$ cat src/hw/memsys_pkg.sv
`default_nettype none

package memsys_pkg;

    // Data and address width
    localparam int XLEN  = 32;
    localparam int BYTES = XLEN / 8;

    // Direct-mapped caches with one word per line
    localparam int CACHE_LINES = 16;
    localparam int IDX_LSB     = 2;
    localparam int IDX_W       = $clog2(CACHE_LINES);
    localparam int TAG_LSB     = IDX_LSB + IDX_W;
    localparam int TAG_W       = XLEN - TAG_LSB;

    // Main memory, word addressed
    localparam int MEM_WORDS   = 1024;
    localparam int MEM_IDX_W   = $clog2(MEM_WORDS);
    localparam int MEM_LATENCY = 4;
    localparam int MEM_CNT_W   = $clog2(MEM_LATENCY);
    // Down-counter start, ack lands MEM_LATENCY cycles after accept
    localparam logic [MEM_CNT_W-1:0] MEM_CNT_INIT = MEM_CNT_W'(MEM_LATENCY - 2);

    // Boot window 0x0000_1xxx, first words populated only
    localparam logic [XLEN-1:0] BOOT_BASE  = 32'h0000_1000;
    localparam logic [XLEN-1:0] BOOT_MASK  = 32'hffff_f000;
    localparam int              BOOT_WORDS = 16;
    localparam int              BOOT_IDX_W = $clog2(BOOT_WORDS);

    typedef struct packed {
        logic [XLEN-1:0]  addr;
        logic             req;
        logic             req_kill;
    } if2icache_s;

    typedef struct packed {
        logic [XLEN-1:0]  r_data;
        logic             ack;
    } icache2if_s;

    typedef struct packed {
        logic [XLEN-1:0]  addr;
        logic [XLEN-1:0]  w_data;
        logic [BYTES-1:0] sel_byte;
        logic             w_en;
        logic             req;
    } dbus2mem_s;

    typedef struct packed {
        logic [XLEN-1:0]  r_data;
        logic             ack;
    } mem2dbus_s;

    typedef struct packed {
        logic [XLEN-1:0]  addr;
        logic [XLEN-1:0]  w_data;
        logic [BYTES-1:0] sel_byte;
        logic             w_en;
        logic             req;
    } cache2mem_s;

    typedef struct packed {
        logic [XLEN-1:0]  r_data;
        logic             ack;
    } mem2cache_s;

    typedef enum logic [1:0] {
        ARB_IDLE,
        ARB_DCACHE,
        ARB_ICACHE,
        ARB_IKILL
    } arb_state_e;

endpackage

`default_nettype wire

$ cat src/hw/mem_arbiter.sv
`timescale 1ns/1ps
`default_nettype none

module mem_arbiter (
    input  wire                      clk,
    input  wire                      rst_n,
    input  wire memsys_pkg::cache2mem_s icache2mem_i,
    input  wire memsys_pkg::cache2mem_s dcache2mem_i,
    input  wire                      req_kill_i,
    output memsys_pkg::mem2cache_s   mem2icache_o,
    output memsys_pkg::mem2cache_s   mem2dcache_o,
    output memsys_pkg::cache2mem_s   cache2mem_o,
    input  wire memsys_pkg::mem2cache_s mem2cache_i
);

    memsys_pkg::arb_state_e state_ff;
    memsys_pkg::arb_state_e state_next;
    memsys_pkg::cache2mem_s req_ff;
    memsys_pkg::cache2mem_s req_next;

    always_ff @(posedge clk) begin
        if (!rst_n) begin
            state_ff <= memsys_pkg::ARB_IDLE;
            req_ff   <= '0;
        end else begin
            state_ff <= state_next;
            req_ff   <= req_next;
        end
    end

    always_comb begin
        state_next   = state_ff;
        req_next     = req_ff;
        mem2icache_o = '0;
        mem2dcache_o = '0;

        case (state_ff)
            memsys_pkg::ARB_IDLE: begin
                // Data side first, fetch waits with its req held
                if (dcache2mem_i.req) begin
                    req_next   = dcache2mem_i;
                    state_next = memsys_pkg::ARB_DCACHE;
                end else if (icache2mem_i.req) begin
                    req_next   = icache2mem_i;
                    state_next = memsys_pkg::ARB_ICACHE;
                end
            end

            memsys_pkg::ARB_DCACHE: begin
                if (mem2cache_i.ack) begin
                    mem2dcache_o = mem2cache_i;
                    req_next.req = 1'b0;
                    state_next   = memsys_pkg::ARB_IDLE;
                end
            end

            memsys_pkg::ARB_ICACHE: begin
                if (req_kill_i) begin
                    if (mem2cache_i.ack) begin
                        req_next.req = 1'b0;
                        state_next   = memsys_pkg::ARB_IDLE;
                    end else begin
                        state_next   = memsys_pkg::ARB_IKILL;
                    end
                end else if (mem2cache_i.ack) begin
                    mem2icache_o = mem2cache_i;
                    req_next.req = 1'b0;
                    state_next   = memsys_pkg::ARB_IDLE;
                end
            end

            memsys_pkg::ARB_IKILL: begin
                // Memory still owes an ack, swallow it
                if (mem2cache_i.ack) begin
                    req_next.req = 1'b0;
                    state_next   = memsys_pkg::ARB_IDLE;
                end
            end

            default: begin
                state_next = memsys_pkg::ARB_IDLE;
            end
        endcase
    end

    assign cache2mem_o = req_ff;

endmodule

`default_nettype wire

$ cat config.mk
export PLATFORM = sky130hd
export DESIGN_NAME = mem_arbiter
export DESIGN_NICKNAME = d
export VERILOG_FILES = /design/src/hw/memsys_pkg.sv /design/src/hw/mem_arbiter.sv
export SDC_FILE = /design/constraint.sdc
export NUM_CORES = 1
export LEC_CHECK = 0
export ABC_AREA = 1
export BUFFER_PORTS_ARGS = -buffer_cell sky130_fd_sc_hd__clkbuf_2
export CORE_AREA = 2 2 121 123
export CTS_CLUSTER_DIAMETER = 40
export DETAILED_ROUTE_END_ITERATION = 8
export DIE_AREA = 0 0 123 125
export MAX_ROUTING_LAYER = met4
export PLACE_DENSITY = 0.76
export SYNTH_ARGS = -nofsm -noshare
export SYNTH_HDL_FRONTEND = slang
export SYNTH_SLANG_ARGS = --single-unit
export TNS_END_PERCENT = 30
$ cat constraint.sdc
create_clock -name clk -period 1.2 [get_ports clk]
set_input_delay 0.24 -clock clk [delete_from_list [all_inputs] [get_ports clk]]
set_output_delay 0.24 -clock clk [all_outputs]
set_load 0.05 [all_outputs]
* Word-level counts from Yosys, hierarchy flattened *
Cells that the tools add are included.

operators by class
  $add $sub $neg = 0
  $mul = 0
  divide/modulo/power cells = 0
  order comparisons = 0
  eq/ne operators = 5
  shifts and indexed selects = 0
  muxes and demuxes = 14
  bitwise gates (word level) = 0
  reduce and logical (&&, ||, !) cells = 6

operator list
  kind                count
  $mux 70             2
  $mux 33             4
  $mux 2              5
  $pmux 2 s3          1
  $eq 2x2->1 const B  2
  $reduce_and 2->1    2
  $ne 3x3->1 const B  1
  $reduce_or 3->1     1
  $eq 2x1->1 const B  1
  $logic_not 2->1     1
  $ne 2x1->1 const B  1
  $pmux 1 s2          1
  $reduce_bool 2->1   1
  $reduce_or 2->1     1
  $mux 1              1

word-level totals
  register bits after elaboration = 72
  latch bits = 0
  memory bits (writable) = 0
  ROM bits = 0
  bits of input ports = 176
  logic and storage cells = 31
  memories = 0

* Logic depth before layout (Yosys ltp) *
  word-level depth = 4
  depth in mapped cells = 9
  depth with buffers taken out = 6

* Least setup slack after synthesis *
Ideal clock, no wire load.

  path type = reg-to-output
  start = reg state_ff[1]
  end = out mem2icache_o[12] in the netlist's numbering
  data arrival time = 1.523 ns
  data required time = 0.960 ns
  path slack = -0.563 ns
  stages on the path, launching flop included = 4
  path buffers = 1
  cells stage by stage = dfxtp_1 nand4_1 clkbuf_1 nor2_1

RTL lines
  what                      line               text
  start: declaration        mem_arbiter.sv:16  memsys_pkg::arb_state_e state_ff;
  start signal: assignment  mem_arbiter.sv:23  state_ff <= memsys_pkg::ARB_IDLE;
  start signal: assignment  mem_arbiter.sv:26  state_ff <= state_next;
  end: declaration          mem_arbiter.sv:10  output memsys_pkg::mem2cache_s mem2icache_o,

==> flow_summary_export.csv <==
group,metric,value,unit
critical_path,critical-path-top-cell-by-count,"sky130_fd_sc_hd__buf_12",
cells_and_area,total_area_of_multi_input_combinational_cells,0.00265,sq mm
logic_synthesis,yosysTopAreaCellShare,0.338,
cells_and_area,drive_gt1_frac,0.397,
power_and_ir_drop,power.leakage,4.46,nW
power_and_ir_drop,clock_power_share,0.271,
critical_path,slowest_stage,"sky130_fd_sc_hd__dfxtp_2",
die,boundaryPins,312,
cells_and_area,area_growth_syn_to_layout,85.0,%
run_status,run_status,"complete, but fails checks",
clock_tree,worstSkewPairLatency,0.33,ns
global_route,globalRoute.totalOverflow,0,
global_route,grt_start_max_net_pins,56,
critical_path,startpoint_type,"register",
route,wl,15400,um
timing,finalClockSkew,0.00399,ns
timing,setup_repair_after_global_routing_missed_its_margin,"yes",
place,io_buffers,311,
logic_synthesis,netlist-cell-type-count,15,
timing,tightest_slew,0.284,ns
critical_path,arrival_time_at_the_worst_endpoint,1.44,ns
critical_path,worstRegToRegCells,6,
die,fp_rows,44,
critical_path,critical_path.cell_chain,"inv_2 > nand4_1 > buf_12 > buf_12 > nor2_4 > buf_8",
critical_path,critical_path.n_buffers_inverters,4,
run_status,failed_checks,"setup timing",
critical_path,worst-path-stages,6,
clock_tree,clkTransAtPathRegs,0.06,ns
timing,slew_headroom,0.812,
power_and_ir_drop,cell_internal_pwr,0.00550,W
global_route,grt_first_pass_wirelength,23600,um
route,antenna_violating_nets_post_route,0,
logic_synthesis,synthesis_warning_total,0,
logic_synthesis,mappedNetlistArea,0.00426,sq mm
power_and_ir_drop,ir_worst_vdd,796,uV
global_route,global_route.usage.total,0.197,
critical_path,critPathKind,"reg -> out",
clock_tree,cts_hold_buffers,0,
clock_tree,cts_max_path_buffers,2,
logic_synthesis,post_synth.cell_area_avg,5.39,sq um
cells_and_area,num-fill-cells,1350,
timing,peak_clock_frequency_supported_by_timing,0.594,GHz
cells_and_area,most-common-layout-cells,"349 x sky130_fd_sc_hd__nand2_1, 181 x sky130_fd_sc_hd__clkbuf_2, 136 x sky130_fd_sc_hd__nor2_1, 105 x sky130_fd_sc_hd__inv_1, 70 x sky130_fd_sc_hd__dfxtp_1",
route,drt-vias-per-instance,4.21,
global_route,vias_in_the_first_global_route,5061,
timing,finalHoldWorstSlack,0.225,ns
logic_synthesis,syn-instance-count,790,
die,chip_width,123,um
power_and_ir_drop,pwr-share-seq,0.306,
cells_and_area,fin_nets,1279,
timing,setup_viol,80,
global_route,grt_antenna_before_repair,0,
hold_path,hold_path.class,"in -> reg",
route,drt_first_iter_violations,210,
power_and_ir_drop,power_switching,0.00384,W
critical_path,critical-path-top-delay-family,"buffers and inverters",
timing,final_critical_path_setup_slack,-0.484,ns
die,initial_utilization,0.300,
critical_path,cpPeakStageDelay,0.32,ns
route,drcViolationCount,0,
clock_tree,cts_buffers,9,
cells_and_area,antenna-diode-count,0,
clock_tree,tritoncts,"done",
timing,final_min_period_over_clock_period,1.40,
route,drtPass1Iterations,4,
cells_and_area,final_common_cell,"sky130_fd_sc_hd__nand2_1",
hold_path,holdPathStages,5,
power_and_ir_drop,power.density_cell_area,1180,mW/mm^2
die,dieHeight,125,um
clock_tree,ctsRootBufferMaster,"sky130_fd_sc_hd__clkbuf_16",
power_and_ir_drop,power.share.switching,0.411,
clock_tree,htree_num_levels,3,
route,vias,5436,
timing,totalNegativeSetupSlack,-29.82,ns
power_and_ir_drop,p_comb_frac,0.422,
logic_synthesis,synth_seq_cells,72,
place,final_weighted_congestion_in_routability_driven_placement,0.849,
cells_and_area,register_area,0.00145,sq mm
critical_path,setup.worst_path.end_class,"output pin",
timing,timing_hold_violations_final,0,
flow_run,maxCapViolCount,0,
die,core_region_area,0.0142,sq mm
timing,maxSlewViolCount,0,
logic_synthesis,synth_top_area_cell,"sky130_fd_sc_hd__dfxtp_1",
critical_path,crit_fanout,10,
route,routedWlPerCell,12.0,um
logic_synthesis,synthTopCellsByArea,"sky130_fd_sc_hd__dfxtp_1 34%, sky130_fd_sc_hd__nand2_1 31%, sky130_fd_sc_hd__nor2_1 18%, sky130_fd_sc_hd__inv_1 9.4%, sky130_fd_sc_hd__buf_6 1.8%",
clock_tree,clock_sinks,72,
place,detailedPlacementHpwl,11000,um
die,fp.dieArea,0.0154,sq mm
logic_synthesis,synth.net_count,966,
timing,post-route-min-period,1.68,ns
critical_path,cp_data_required_time,0.96,ns
logic_synthesis,yosysSeqAreaShare,0.338,
==> worst min-delay path, cell delays in order <==
cell                       delay [ns]
sky130_fd_sc_hd__clkbuf_2        0.07
sky130_fd_sc_hd__nand2_1         0.04
sky130_fd_sc_hd__nand2_1         0.05
sky130_fd_sc_hd__nor2_1          0.04
sky130_fd_sc_hd__nor2_1          0.08
==> power by group through the flow <==
stage	clock network, W	logic [W]	registers, W
finish	0.00253	0.00394	0.00286
global route	0.00270	0.00429	0.00289
global placement	0	0.00366	0.00290
floorplan	0	0.00160	0.00399
detailed placement	0	0.00369	0.00292
CTS	0.00262	0.00384	0.00287
==> synthesized netlist by cell type, drive strengths merged <==
cell type  count
clkbuf        17
nand3          4
nor2         206
inv          108
buf           27
nand2        353
o21ai          1
dfxtp         72
nand4          1
a22oi          1
==> layout make-up <==
class | instances | share of cell area
clock buffers | 11 | 0.0322
clock inverters | 5 | 0.00381
inverters | 108 | 0.0522
multi-input cells | 566 | 0.336
flip-flops and latches | 72 | 0.183
well taps | 184 | 0.0292
repair buffers | 346 | 0.363
==> metal layers <==
| metal | wire length, um | up-vias | track usage |
|---|---|---|---|
| met5 | 0 | - | - |
| met4 | 345 | 0 | 0.0682 |
| met3 | 893 | 29 | 0.0452 |
| li1 | - | 2870 | - |
| met1 | 6140 | 2366 | 0.213 |
| met2 | 8060 | 171 | 0.350 |
==> through the flow <==
step                      total power (W)  utilization  std cells  area, sq um  worst slack (ns)
final                             0.00934        0.555       1292         7890            -0.484
after CTS                         0.00933        0.543       1287         7710            -0.506
after detailed placement          0.00661        0.488       1271         6930            -0.252
after global placement            0.00656        0.488       1271         6930            -0.244
after global routing              0.00989        0.555       1292         7890            -0.574
after floorplan                   0.00559            -        790         4750            -0.283
==> timing repair <==
action / CTS / global route
buffers inserted: 0 / 2
gates cloned: 0 / 3
endpoints found under the setup margin: 148 / 176
gates resized for setup: 122 / 94
pin swaps: 4 / 0
==> final timing paths <==
path	start	endpoint	slack [ns]
max reg2reg	state_ff[1]$_SDFFE_PN0P_	cache2mem_o[27]$_SDFFE_PN0P_	-0.04
min	icache2mem_i[10]	cache2mem_o[10]$_SDFFE_PN0P_	0.23
min reg2reg	cache2mem_o[0]$_SDFFE_PN0P_	cache2mem_o[0]$_SDFFE_PN0P_	0.47
max	state_ff[0]$_SDFFE_PN0P_	mem2icache_o[9]	-0.48
==> kinds of logic after synthesis <==
logic type             count (synthesis)  synth area share
DFF                                   72             0.338
buffers and inverters                152             0.157
AOI/OAI and AO/OA                      2           0.00294
and+or+nand+nor                      564             0.501
==> state kept, by name (all words and copies together) (netlist names) <==
signal	flops
state_ff	2
cache2mem_o	70
No activity file was read; power rests on OpenSTA's default activity.
