### src/hw/memsys_pkg.sv
`default_nettype none

package memsys_pkg;

    // Data and address width
    localparam int XLEN  = 32;
    localparam int BYTES = XLEN / 8;

    // Direct-mapped caches with one word per line
    localparam int CACHE_LINES = 16;
    localparam int IDX_LSB     = 2;
    localparam int IDX_W       = $clog2(CACHE_LINES);
    localparam int TAG_LSB     = IDX_LSB + IDX_W;
    localparam int TAG_W       = XLEN - TAG_LSB;

    // Main memory, word addressed
    localparam int MEM_WORDS   = 1024;
    localparam int MEM_IDX_W   = $clog2(MEM_WORDS);
    localparam int MEM_LATENCY = 4;
    localparam int MEM_CNT_W   = $clog2(MEM_LATENCY);
    // Down-counter start, ack lands MEM_LATENCY cycles after accept
    localparam logic [MEM_CNT_W-1:0] MEM_CNT_INIT = MEM_CNT_W'(MEM_LATENCY - 2);

    // Boot window 0x0000_1xxx, first words populated only
    localparam logic [XLEN-1:0] BOOT_BASE  = 32'h0000_1000;
    localparam logic [XLEN-1:0] BOOT_MASK  = 32'hffff_f000;
    localparam int              BOOT_WORDS = 16;
    localparam int              BOOT_IDX_W = $clog2(BOOT_WORDS);

    typedef struct packed {
        logic [XLEN-1:0]  addr;
        logic             req;
        logic             req_kill;
    } if2icache_s;

    typedef struct packed {
        logic [XLEN-1:0]  r_data;
        logic             ack;
    } icache2if_s;

    typedef struct packed {
        logic [XLEN-1:0]  addr;
        logic [XLEN-1:0]  w_data;
        logic [BYTES-1:0] sel_byte;
        logic             w_en;
        logic             req;
    } dbus2mem_s;

    typedef struct packed {
        logic [XLEN-1:0]  r_data;
        logic             ack;
    } mem2dbus_s;

    typedef struct packed {
        logic [XLEN-1:0]  addr;
        logic [XLEN-1:0]  w_data;
        logic [BYTES-1:0] sel_byte;
        logic             w_en;
        logic             req;
    } cache2mem_s;

    typedef struct packed {
        logic [XLEN-1:0]  r_data;
        logic             ack;
    } mem2cache_s;

    typedef enum logic [1:0] {
        ARB_IDLE,
        ARB_DCACHE,
        ARB_ICACHE,
        ARB_IKILL
    } arb_state_e;

endpackage

`default_nettype wire

### src/hw/icache.sv
`timescale 1ns/1ps
`default_nettype none

module icache (
    input  wire                      clk,
    input  wire                      rst_n,
    input  wire memsys_pkg::if2icache_s if2icache_i,
    output memsys_pkg::icache2if_s   icache2if_o,
    input  wire memsys_pkg::mem2cache_s mem2icache_i,
    output memsys_pkg::cache2mem_s   icache2mem_o
);

    logic [memsys_pkg::TAG_W-1:0]       tag_q  [memsys_pkg::CACHE_LINES];
    logic [memsys_pkg::XLEN-1:0]        data_q [memsys_pkg::CACHE_LINES];
    logic [memsys_pkg::CACHE_LINES-1:0] valid_ff;

    logic [memsys_pkg::IDX_W-1:0] idx;
    logic [memsys_pkg::TAG_W-1:0] tag;
    logic                         hit;
    logic                         accept;
    logic                         fill;
    logic                         miss_ff;
    logic                         ack_ff;
    logic [memsys_pkg::XLEN-1:0]  r_data_ff;

    assign idx = if2icache_i.addr[memsys_pkg::TAG_LSB-1:memsys_pkg::IDX_LSB];
    assign tag = if2icache_i.addr[memsys_pkg::XLEN-1:memsys_pkg::TAG_LSB];
    assign hit = valid_ff[idx] && (tag_q[idx] == tag);

    // No new fetch while a miss is open or the ack is on the port
    assign accept = if2icache_i.req && !miss_ff && !ack_ff;

    // A kill wins over a memory response in the same cycle
    assign fill = miss_ff && mem2icache_i.ack && !if2icache_i.req_kill;

    always_ff @(posedge clk) begin
        if (!rst_n) begin
            valid_ff <= '0;
            miss_ff  <= 1'b0;
            ack_ff   <= 1'b0;
        end else begin
            ack_ff <= (accept && hit) || fill;
            if (if2icache_i.req_kill || fill) begin
                miss_ff <= 1'b0;
            end else if (accept && !hit) begin
                miss_ff <= 1'b1;
            end
            if (fill) begin
                valid_ff[idx] <= 1'b1;
            end
        end
    end

    // Line arrays and returned word
    always_ff @(posedge clk) begin
        if (fill) begin
            tag_q[idx]  <= tag;
            data_q[idx] <= mem2icache_i.r_data;
            r_data_ff   <= mem2icache_i.r_data;
        end else if (accept) begin
            r_data_ff   <= data_q[idx];
        end
    end

    assign icache2if_o.r_data = r_data_ff;
    assign icache2if_o.ack    = ack_ff;

    // Miss request, dropped at once on a kill
    assign icache2mem_o.addr     = {if2icache_i.addr[memsys_pkg::XLEN-1:2], 2'b00};
    assign icache2mem_o.w_data   = '0;
    assign icache2mem_o.sel_byte = '1;
    assign icache2mem_o.w_en     = 1'b0;
    assign icache2mem_o.req      = miss_ff && !if2icache_i.req_kill;

endmodule

`default_nettype wire

### config.mk
export PLATFORM = sky130hd
export DESIGN_NAME = icache
export DESIGN_NICKNAME = d
export VERILOG_FILES = /design/src/hw/memsys_pkg.sv /design/src/hw/icache.sv
export SDC_FILE = /design/constraint.sdc
export NUM_CORES = 1
export LEC_CHECK = 0
export BUFFER_PORTS_ARGS = -buffer_cell sky130_fd_sc_hd__buf_2
export CAP_MARGIN = 30
export CORE_MARGIN = 2
export CORE_UTILIZATION = 55
export CTS_BUF_LIST = sky130_fd_sc_hd__clkbuf_2 sky130_fd_sc_hd__clkbuf_4 sky130_fd_sc_hd__clkbuf_8
export DETAILED_ROUTE_END_ITERATION = 16
export GPL_TIMING_DRIVEN = 0
export PLACE_DENSITY = 0.7
export SLEW_MARGIN = 40
export SYNTH_ARGS = -nofsm -noshare
export SYNTH_HDL_FRONTEND = slang
export SYNTH_SLANG_ARGS = --single-unit
export TNS_END_PERCENT = 1
### constraint.sdc
create_clock -name clk -period 19.9 [get_ports clk]
set_clock_uncertainty 0.2 [all_clocks]
set_input_delay 0 -clock clk [delete_from_list [all_inputs] [get_ports clk]]
set_output_delay 0 -clock clk [all_outputs]
set_load 0.05 [all_outputs]
; After elaboration in Yosys (flattened, before gate mapping)
; Memories as Yosys holds them, arrays and structs flattened. A register that Yosys moved wholly into a read port is not among the register bits.
; Index checks and enable logic that the tools add are counted.
; W data, S select, Z words.
[classes]
bitwise_logic = 2
n_eq_ne = 1
order_cmp = 2
n_reduce_logical = 17
muxes = 6
[op_table]
columns = cell, n
row1 = $eq A26 B26 Y1, 1
row2 = $or A16 B16 Y16, 1
row3 = $logic_and A1 B1 Y1, 9
row4 = $lt A4 B5 Y1 const B, 1
row5 = $bmux W1 S4, 1
row6 = $demux W1 S4, 1
row7 = $ge A4 B1 Y1 const B, 1
row8 = $logic_not A1 Y1, 4
row9 = $mux W1, 4
row10 = $logic_or A1 B1 Y1, 2
row11 = $reduce_bool A2 Y1, 1
row12 = $reduce_or A2 Y1, 1
row13 = $not A1 Y1, 1
[word_totals]
word_cells = 33
mem_bits_rw = 928
input_bits = 69
n_memories = 2
reg_bits = 18
out_inout_bits = 103
[mem_list]
columns = name, words, width, read_ports, rd_ports_with_merged_regs, write_ports, line_no
row1 = data_q, 16, 32, 1, 1, 1, icache.sv:14  ; logic [memsys_pkg::XLEN-1:0] data_q [memsys_pkg::CACHE_LINES];
row2 = tag_q, 16, 26, 1, 0, 1, icache.sv:13  ; logic [memsys_pkg::TAG_W-1:0] tag_q [memsys_pkg::CACHE_LINES];

; Depth between registers and ports, before layout
; Gate-level depths: netlist (run 1).
[logic_depth]
word_depth = 5
ltp_mapped = 13
depth_no_buf = 8

; Least setup slack after synthesis (run 1)
; Ideal clock, no wire load.
[synth_path]
path_type = register to register
from = register miss_ff
to = memory data_q[2][0] in the netlist's numbering (enable)
t_arrival_ns = 7.107
t_required_ns = 19.080
setup_ns = 0.620
path_buffers = 1
stages_incl_launch_ff = 5
path_slack_ns = 11.973
period_less_slack_ns = 7.927
path_cell_list = dfxtp_1 > nor2b_1 > nand2_1 > clkbuf_1 > nor4_1
[synth_via]
elab_chain_len = 4
[synth_lines]
columns = element, line_no
row1 = from (decl), icache.sv:22  ; logic miss_ff;
row2 = from (signal assigned), icache.sv:39  ; miss_ff <= 1'b0;
row3 = from (signal assigned), icache.sv:44  ; miss_ff <= 1'b0;
row4 = from (signal assigned), icache.sv:46  ; miss_ff <= 1'b1;
row5 = $logic_and A1 B1 Y1 (2 in series), icache.sv:34  ; assign fill = miss_ff && mem2icache_i.ack && !if2icache_i.req_kill;
row6 = $mux W1, icache.sv:56  ; if (fill) begin
row7 = $mux W1 (implied by the code), icache.sv:58  ; data_q[idx] <= mem2icache_i.r_data;
row8 = to (decl), icache.sv:14
; Every way passes these cells.

; Worst setup path after layout (run 1)
[layout_path]
from = input if2icache_i[5] in the netlist's numbering
to = register miss_ff
[layout_via]
elab_chain_len = 5
word_cells_on_any_way = 7
classes_between = eq/ne: 1 / mux: 2 / reduce/logical: 3 / memory: 1
[layout_lines]
columns = element, line_no
row1 = from (decl), icache.sv:7  ; input wire memsys_pkg::if2icache_s if2icache_i,
row2 = $mem_v2 Z16 W26 / $bmux W1 S4 (equally long branches), n/a
row3 = $eq A26 B26 Y1 / $mux W1 (equally long branches), icache.sv:28  ; assign hit = valid_ff[idx] && (tag_q[idx] == tag);
row4 = $logic_and A1 B1 Y1 *, icache.sv:28
row5 = $logic_not A1 Y1 *, icache.sv:45  ; end else if (accept && !hit) begin
row6 = $logic_and A1 B1 Y1 *, icache.sv:45
; Every way passes the cells marked *; elsewhere a longest branch is shown, timed or not. The select of a mux whose other input is x is not followed.
; A chain may end at the register's enable or synchronous reset.

==> metrics.md, run 1 <==
| Metric | Value |
|---|---|
| CP dominant cell by count | `buf_2` |
| Ranking of synthesized cells by area | `edfxtp_1, mux4_2, buf_4` |
| Hold crit path type | `input pin to output port` |
| Ys flop type | `edfxtp_1` |
| Post-CTS Setup Bufs | `0` |
| Status | `finished, final reports clean` |
| Pwr dens | `90.20 nW/µm²` |
| P_sw | `0.0009420 W` |
| Gr ovfl total | `0` |
| Number of synthesized flops with an enable pin | `960` |
| Hold endpoint | `icache2mem_o[40]` |
| Share of layout cells above drive strength 1 | `0.3733` |
| Adder-cell share of the synthesized area | `0` |
| Synth Warn # | `0` |
| Pin count of the biggest net entering global routing | `33` |
| Setup TNS | `0 ns` |
| Vias per cell | `5.968` |
| Sequential share of power | `0.544` |
| Placed insts | `3065` |
| WL final | `96510 µm` |
| Syn Inst Count | `1806` |
| Initial Util | `0.5582` |
| CTS tree | `done` |
| Mux cell area share after synthesis | `0.1665` |
| Routed wire length per instance | `27.77 µm` |
| Residual DRC | `0` |
| RSZ-0062 raised after global routing | `false` |
| Vias in the first global route | `21480` |
| Slew Viols, Final | `0` |
| DIE WIDTH | `268.3 µm` |
| XOR/XNOR Fraction of Synth Area | `0.006155` |
| Hold Path Origin | `if2icache_i[4]` |
| Port Buf Inserts | `127` |
| Peak supply drop | `58.34 µV` |
| Critical Path Max Stage Delay | `0.55 ns` |
| P_int | `0.003237 W` |
| First-pass GRT wire length | `140700 µm` |
| Final Total Pwr | `0.004179 W` |
| Setup CP Type | `input pin to flop` |
| Setup violators final | `0` |
| Tmin final | `4.262 ns` |
| Req. time, crit path | `20.39 ns` |
| Post-Layout Cell Count | `3475` |
| Synth Register Bits | `978` |
| Deepest clock path buffer count | `3` |
| R2r startpoint | `tag_q[7][10]` |
| Slew @ Worst Pin | `0.8693 ns` |
| Clock power frac | `0.384` |
| Syn Std Cell Area | `38420 µm²` |
| R2R setup slack | `16.00 ns` |
| Worst EP arrival | `4.75 ns` |
| Nets | `2500` |
| Site Rows | `96` |
| CP delay by family, top | `buffers and inverters` |
| R2r endpoint | `miss_ff` |
| Synth Area in Compound Gates | `0.01534` |
| Fin crit share | `0.2142` |
| H-tree depth | `4` |
| Area delta synth->final | `20.58%` |
| Initial antenna violation count | `2` |
| Global-route usage over all layers | `0.2772` |
| Reg2reg path depth | `7` |
| Simple-Gate Fraction of Synth Area | `0.02498` |
| CTS sink count | `978` |
| Top cell type's share of synthesized area | `0.7503` |
| Cts hold-fix bufs | `141` |
| Iter 0 DRT Violations | `2282` |
| Combinational family with the most area after synthesis | `multiplexers` |
| Max transition margin | `0.4204` |
| HPWL Detailed | `62540 µm` |
| Fin. Hold Viols | `0` |
| Clock latency on the worst-skew pair | `0.80 ns` |
| CP Cell Sequence | `dlygate4sd3_1, buf_2, buf_2, buf_2, buf_2, mux2i_1, a21oi_1, xor2_1, nor4_2, nand4_1, o31a_1, dlygate4sd3_1` |
| Routed via count | `20740` |
| WP buf/inv | `6` |
| Biggest area consumer among synthesized cells | `edfxtp_1` |
| Clock-pin transition on the worst setup and hold timing paths | `0.06 ns` |
| Vert. Die Dim | `268.3 µm` |
| Combinational share of power | `0.072` |
| DRT Pass-1 Iters | `7` |
| Placer Congestion | `0.9223` |
| Max-Cap Viols | `0` |
| Setup crit end kind | `flop` |
| Netlist cell types | `54` |
| # fillers | `4453` |
| Num ports | `172` |
| Worst path slowest cell | `dlygate4sd3_1` |
| Hold Crit Depth | `2` |
| LEAKAGE | `15.99 nW` |
| Part of the Yosys area used for sequential elements | `0.7597` |
| Crit path max fanout | `10` |
| Startpoint types | `input pin` |
| Total CTS buffers | `154` |
| Async set or reset register ratio after synthesis | `0` |
| Core box area | `68830 µm²` |
| Routed Antenna Nets | `0` |
| Post_cts resized | `0` |
| Sw frac | `0.2254` |
| CTS Root Cell | `clkbuf_8` |
| Die area | `71990 µm²` |
| Avg Cell Area, Syn | `21.27 µm²` |
| Fin Hold WS | `0.1024 ns` |
| Fmax | `234.6 MHz` |
Yosys cell counts, drive strengths merged (2+ instances only):
cell      n
nand3b    2
nand3     5
a22oi     5
nor4      6
edfxtp  960
nor3b     2
dfxtp    18
o21a      2
a31oi     3
nand4     2
clkbuf   35
and2      2
mux2     24
conb      2
inv       9
nand2   119
nand2b    5
a21oi    11
and3      3
nor2     56
buf     121
a22o      3
o211ai    2
o31a      2
a221o     4
or3       2
o21ai    10
a211oi    8
xor2     13
xnor2    14
a221oi    5
o221ai    6
nor2b    11
nor3      9
mux4    248
o22ai    13
mux2i    54
metrics by stage:
| step | util | cell area (µm²) | setup slack (ns) |
|---|---|---|---|
| after floorplan | - | 38560 | 11.97 |
| after global placement | 0.5864 | 40360 | 4.619 |
| after detailed placement | 0.6107 | 42040 | 15.77 |
| after CTS | 0.6729 | 46320 | 15.74 |
| after global routing | 0.6731 | 46330 | 15.71 |
| final | 0.6731 | 46330 | 15.64 |
final cells by class:
cell class                      count  area, µm²  share of cell area
Buffer                            156       1028             0.02220
Timing Repair Buffer              432       3601             0.07773
Multi-Input combinational cell    699       8434              0.1821
Antenna cell                        2      5.005           0.0001080
Sequential cell                   978      29190              0.6300
Inverter                           10      37.54           0.0008102
Clock inverter                     55      276.5            0.005969
Tap cell                          931       1165             0.02514
Clock buffer                      212       2592             0.05596
metal layers:
layer,GRT usage,vias to the layer above,part of all wire
met5,0,-,0
met4,0.1120,0,0.034
met3,0.05388,228,0.085
met2,0.4562,1177,0.50
met1,0.3688,10720,0.38
li1,-,8611,-
power groups by stage:
stage	sequential, W	clock (W)	combinational (W)
after CTS	0.00227	0.00163	0.000298
after global placement	0.00232	0	0.000265
after global routing	0.00227	0.00172	0.000315
final	0.00227	0.00160	0.000299
after detailed placement	0.00232	0	0.000273
after floorplan	0.00234	0	0.000157
sequential cells by signal, summed over array words and instances (netlist names):
| signal | cells |
|---|---|
| ack_ff | 1 |
| tag_q | 416 |
| valid_ff | 16 |
| data_q | 512 |
| miss_ff | 1 |
| r_data_ff | 32 |
cells in the final DEF, fill, tap and decap left out, types with 5 or more instances in the layout:
master	netlist	layout
a211oi_1	8	8
a21oi_1	11	11
a221oi_1	5	5
a22oi_1	5	5
buf_16	0	18
buf_2	30	228
buf_4	77	135
buf_6	6	8
buf_8	3	17
clkbuf_1	35	20
clkbuf_2	0	16
clkbuf_4	0	52
clkbuf_8	0	160
clkinv_1	1	37
clkinv_2	0	11
conb_1	2	39
dfxtp_1	18	18
dlygate4sd3_1	0	141
edfxtp_1	960	960
inv_1	9	9
mux2_2	24	24
mux2i_1	54	54
mux4_2	248	248
nand2_1	118	118
nand2b_1	5	5
nand3_1	5	5
nor2_1	56	50
nor2_4	0	6
nor2b_1	11	11
nor3_2	0	6
o21ai_0	10	10
o221ai_1	6	6
o22ai_1	13	13
xnor2_1	14	14
xor2_1	13	13
worst reg2reg max path, cell delays in order (launching register included):
cell and delay [ns]:
edfxtp_1 0.36, mux4_2 0.50, mux4_2 0.49, xor2_1 0.17, nor4_2 0.58, nand4_1 0.52
o31a_1 0.44, dlygate4sd3_1 0.55
cells by family after synthesis:
kind of cell | count (synthesis)
XOR/XNOR | 27
other | 2
AO/OA/AOI/OAI | 82
flip-flops | 978
multiplexers | 326
AND/OR/NAND/NOR | 225
buffers and inverters | 166
worst max-delay path by stage:
stage | from | endpoint | slack (ns) | cells after the start
floorplan | miss_ff | data_q[2][0] | 11.97 | 4
global placement | if2icache_i[7] | tag_q[2][3] | 4.62 | 6
finish | if2icache_i[5] | miss_ff | 15.64 | 12
global route | if2icache_i[5] | miss_ff | 15.71 | 12
detailed placement | if2icache_i[5] | r_data_ff[28] | 15.77 | 9
CTS | if2icache_i[5] | miss_ff | 15.74 | 12
(Power assumes the default switching activity.)
==> run 2: changes to the inputs <==
==> constraint.sdc (replaced) <==
create_clock -name clk -period 4.33 [get_ports clk]
set_clock_uncertainty 0.2 [all_clocks]
set_input_delay 0 -clock clk [delete_from_list [all_inputs] [get_ports clk]]
set_output_delay 0 -clock clk [all_outputs]
set_load 0.05 [all_outputs]
==> run 2 against run 1 <==
Effect of this change:
- total power increased to 4.6 times the previous value
- final area increased by 0.33%
- critical path type unchanged
- highest routed layer unchanged
- critical endpoint unchanged
- non-clock buffer count decreased by 39
==> metrics.md, run 2 (synthesis results as in run 1) <==
| Metric | Value |
|---|---|
| Gr ovfl total | `0` |
| LEAKAGE | `15.83 nW` |
| R2r endpoint | `miss_ff` |
| Die area | `71990 µm²` |
| Tmin final | `4.125 ns` |
| Pwr dens | `412.7 nW/µm²` |
| HPWL Detailed | `61280 µm` |
| Hold crit path type | `input pin to flop` |
| H-tree depth | `4` |
| First-pass GRT wire length | `137900 µm` |
| CP delay by family, top | `buffers and inverters` |
| Top flop regs | `data_q: 512 flops, tag_q: 416 flops, r_data_ff: 32 flops` |
| Initial Util | `0.5582` |
| DRT Pass-1 Iters | `6` |
| Setup TNS | `0 ns` |
| CTS sink count | `978` |
| CP endpoint | `miss_ff` |
| Max reg flops | `512` |
| Clock-pin transition on the worst setup and hold timing paths | `0.06 ns` |
| Total CTS buffers | `154` |
| Routed via count | `20510` |
| R2r startpoint | `tag_q[6][10]` |
| Commonest non-fill, non-tap cell in the layout | `edfxtp_1` |
| Design area | `46480 µm²` |
| Placed cell area | `42070 µm²` |
| Clock latency on the worst-skew pair | `0.80 ns` |
| Routed Antenna Nets | `0` |
| CP dominant cell by count | `buf_2` |
| Vias per cell | `5.978` |
| Port Buf Inserts | `127` |
| Slew @ Worst Pin | `0.9049 ns` |
| Fin Hold WS | `0.08337 ns` |
| Levels on crit path | `12` |
| Setup CP Type | `input pin to flop` |
| Fin. Hold Viols | `0` |
| Num ports | `172` |
| Commonest cells after routing, fill and taps aside | `edfxtp_1, mux4_2, clkbuf_8` |
| Worst EP arrival | `4.59 ns` |
| Core box area | `68830 µm²` |
| Area delta synth->final | `20.97%` |
| Reg2reg path depth | `7` |
| Crit path max fanout | `10` |
| Initial antenna violation count | `2` |
| CTS tree | `done` |
| WP buf/inv | `6` |
| Setup crit end kind | `flop` |
| Fin util | `0.6753` |
| Cts hold-fix bufs | `154` |
| Deepest clock path buffer count | `3` |
| Residual DRC | `0` |
| Critical Path Max Stage Delay | `0.55 ns` |
| CP Cell Sequence | `dlygate4sd3_1, buf_2, buf_2, buf_2, buf_2, mux2i_1, a21oi_1, xor2_1, nor4_2, nand4_1, o31a_1, dlygate4sd3_1` |
| Routed wire length per instance | `27.78 µm` |
| P_sw | `0.004305 W` |
| Peak supply drop | `300.7 µV` |
| Fin crit share | `0.9527` |
| Post_cts resized | `0` |
| RSZ-0062 raised after global routing | `false` |
| DIE WIDTH | `268.3 µm` |
| R2R setup slack | `0.52 ns` |
| FF+latch area | `29190 µm²` |
| Worst path slowest cell | `dlygate4sd3_1` |
| Pin count of the biggest net entering global routing | `33` |
| Vias in the first global route | `21200` |
| Worst Setup SP | `if2icache_i[5]` |
| Slew Viols, Final | `0` |
| Multi-input gate area | `8496 µm²` |
| Setup violators final | `0` |
| Req. time, crit path | `4.79 ns` |
| Iter 0 DRT Violations | `2127` |
| Sequential share of power | `0.545` |
| Post-Layout Cell Count | `3430` |
| P_int | `0.01488 W` |
| Post-CTS Setup Bufs | `0` |
| # fillers | `4365` |
| Max-Cap Viols | `0` |
| CTS Root Cell | `clkbuf_8` |
| Sw frac | `0.2244` |
| Combinational share of power | `0.072` |
| Clock power frac | `0.383` |
| Max transition margin | `0.3967` |
| Largest Register | `data_q` |
| Vert. Die Dim | `268.3 µm` |
| WL final | `95290 µm` |
| Placer Congestion | `0.9173` |
| Startpoint types | `input pin` |
| Global-route usage over all layers | `0.2714` |
| Site Rows | `96` |
| Fmax | `242.4 MHz` |
| Status | `finished, final reports clean` |
| Nets | `2461` |
| Share of layout cells above drive strength 1 | `0.3619` |
| Placed insts | `3013` |
==> run 2: cell types whose count changed in the layout (fill, tap and decap cells not counted), moves of 3 or more <==
cell / previous run / this run
buf_2: 228 / 159
buf_6: 8 / 46
buf_4: 135 / 104
buf_8: 17 / 31
dlygate4sd3_1: 141 / 154
clkinv_1: 37 / 28
nor3_2: 6 / 0
nor3_4: 0 / 6
buf_16: 18 / 15
clkbuf_1: 20 / 17
clkbuf_4: 52 / 55
==> run 2: worst reg2reg max path, delay by kind of cell (launching register included) <==
kind,cells,cell delay [ns]
AOI/OAI and AO/OA,1,0.40
and+or+nand+nor,2,1.04
muxes,2,0.96
buffers and inverters,1,0.55
DFF,1,0.37
xor gates and xnor gates,1,0.17
==> run 2: how the worst min path moves through the flow <==
stage	start	to	slack, ns	depth (start not counted)
floorplan	mem2icache_i[1]	data_q[0][0]	-0.10	0
global placement	if2icache_i[0]	miss_ff	0.08	3
detailed placement	if2icache_i[0]	miss_ff	0.08	3
CTS	if2icache_i[27]	tag_q[9][19]	0.0008	2
global route	if2icache_i[27]	tag_q[3][19]	0.05	2
finish	if2icache_i[27]	tag_q[7][19]	0.08	2
==> run 2: through the flow <==
step / total power (W) / worst slack (ns)
2_1_floorplan: 0.01148 / -1.157
3_3_place_gp: 0.01187 / -5.310
3_5_place_dp: 0.01191 / 0.4288
4_1_cts: 0.01927 / 0.2848
5_1_grt: 0.01975 / 0.1462
6_report: 0.01918 / 0.2047
==> run 2: layout make-up <==
type                       instances  share of cell area
inverter                          10           0.0008076
sequential                       978              0.6280
antenna                            1          0.00005384
buffer                           156             0.02221
tap                              931             0.02506
multi-input combinational        699              0.1828
clock inverter                    45            0.004603
clock buffer                     217             0.05685
timing repair buffer             393             0.07968
==> run 2: power groups by stage <==
stage	combinational (W)	sequential (W)	clock, W
3_3_place_gp	0.00122	0.0106	0
3_5_place_dp	0.00126	0.0106	0
2_1_floorplan	0.000723	0.0108	0
4_1_cts	0.00138	0.0105	0.00744
6_report	0.00138	0.0105	0.00734
5_1_grt	0.00146	0.0105	0.00784
==> run 2: layer usage <==
layer | part of all wire | up-vias | global-route usage
met1 | 0.38 | 10670 | 0.3590
met3 | 0.083 | 188 | 0.05379
met4 | 0.031 | 0 | 0.1049
met2 | 0.50 | 1109 | 0.4502
li1 | - | 8539 | -
met5 | 0 | - | 0
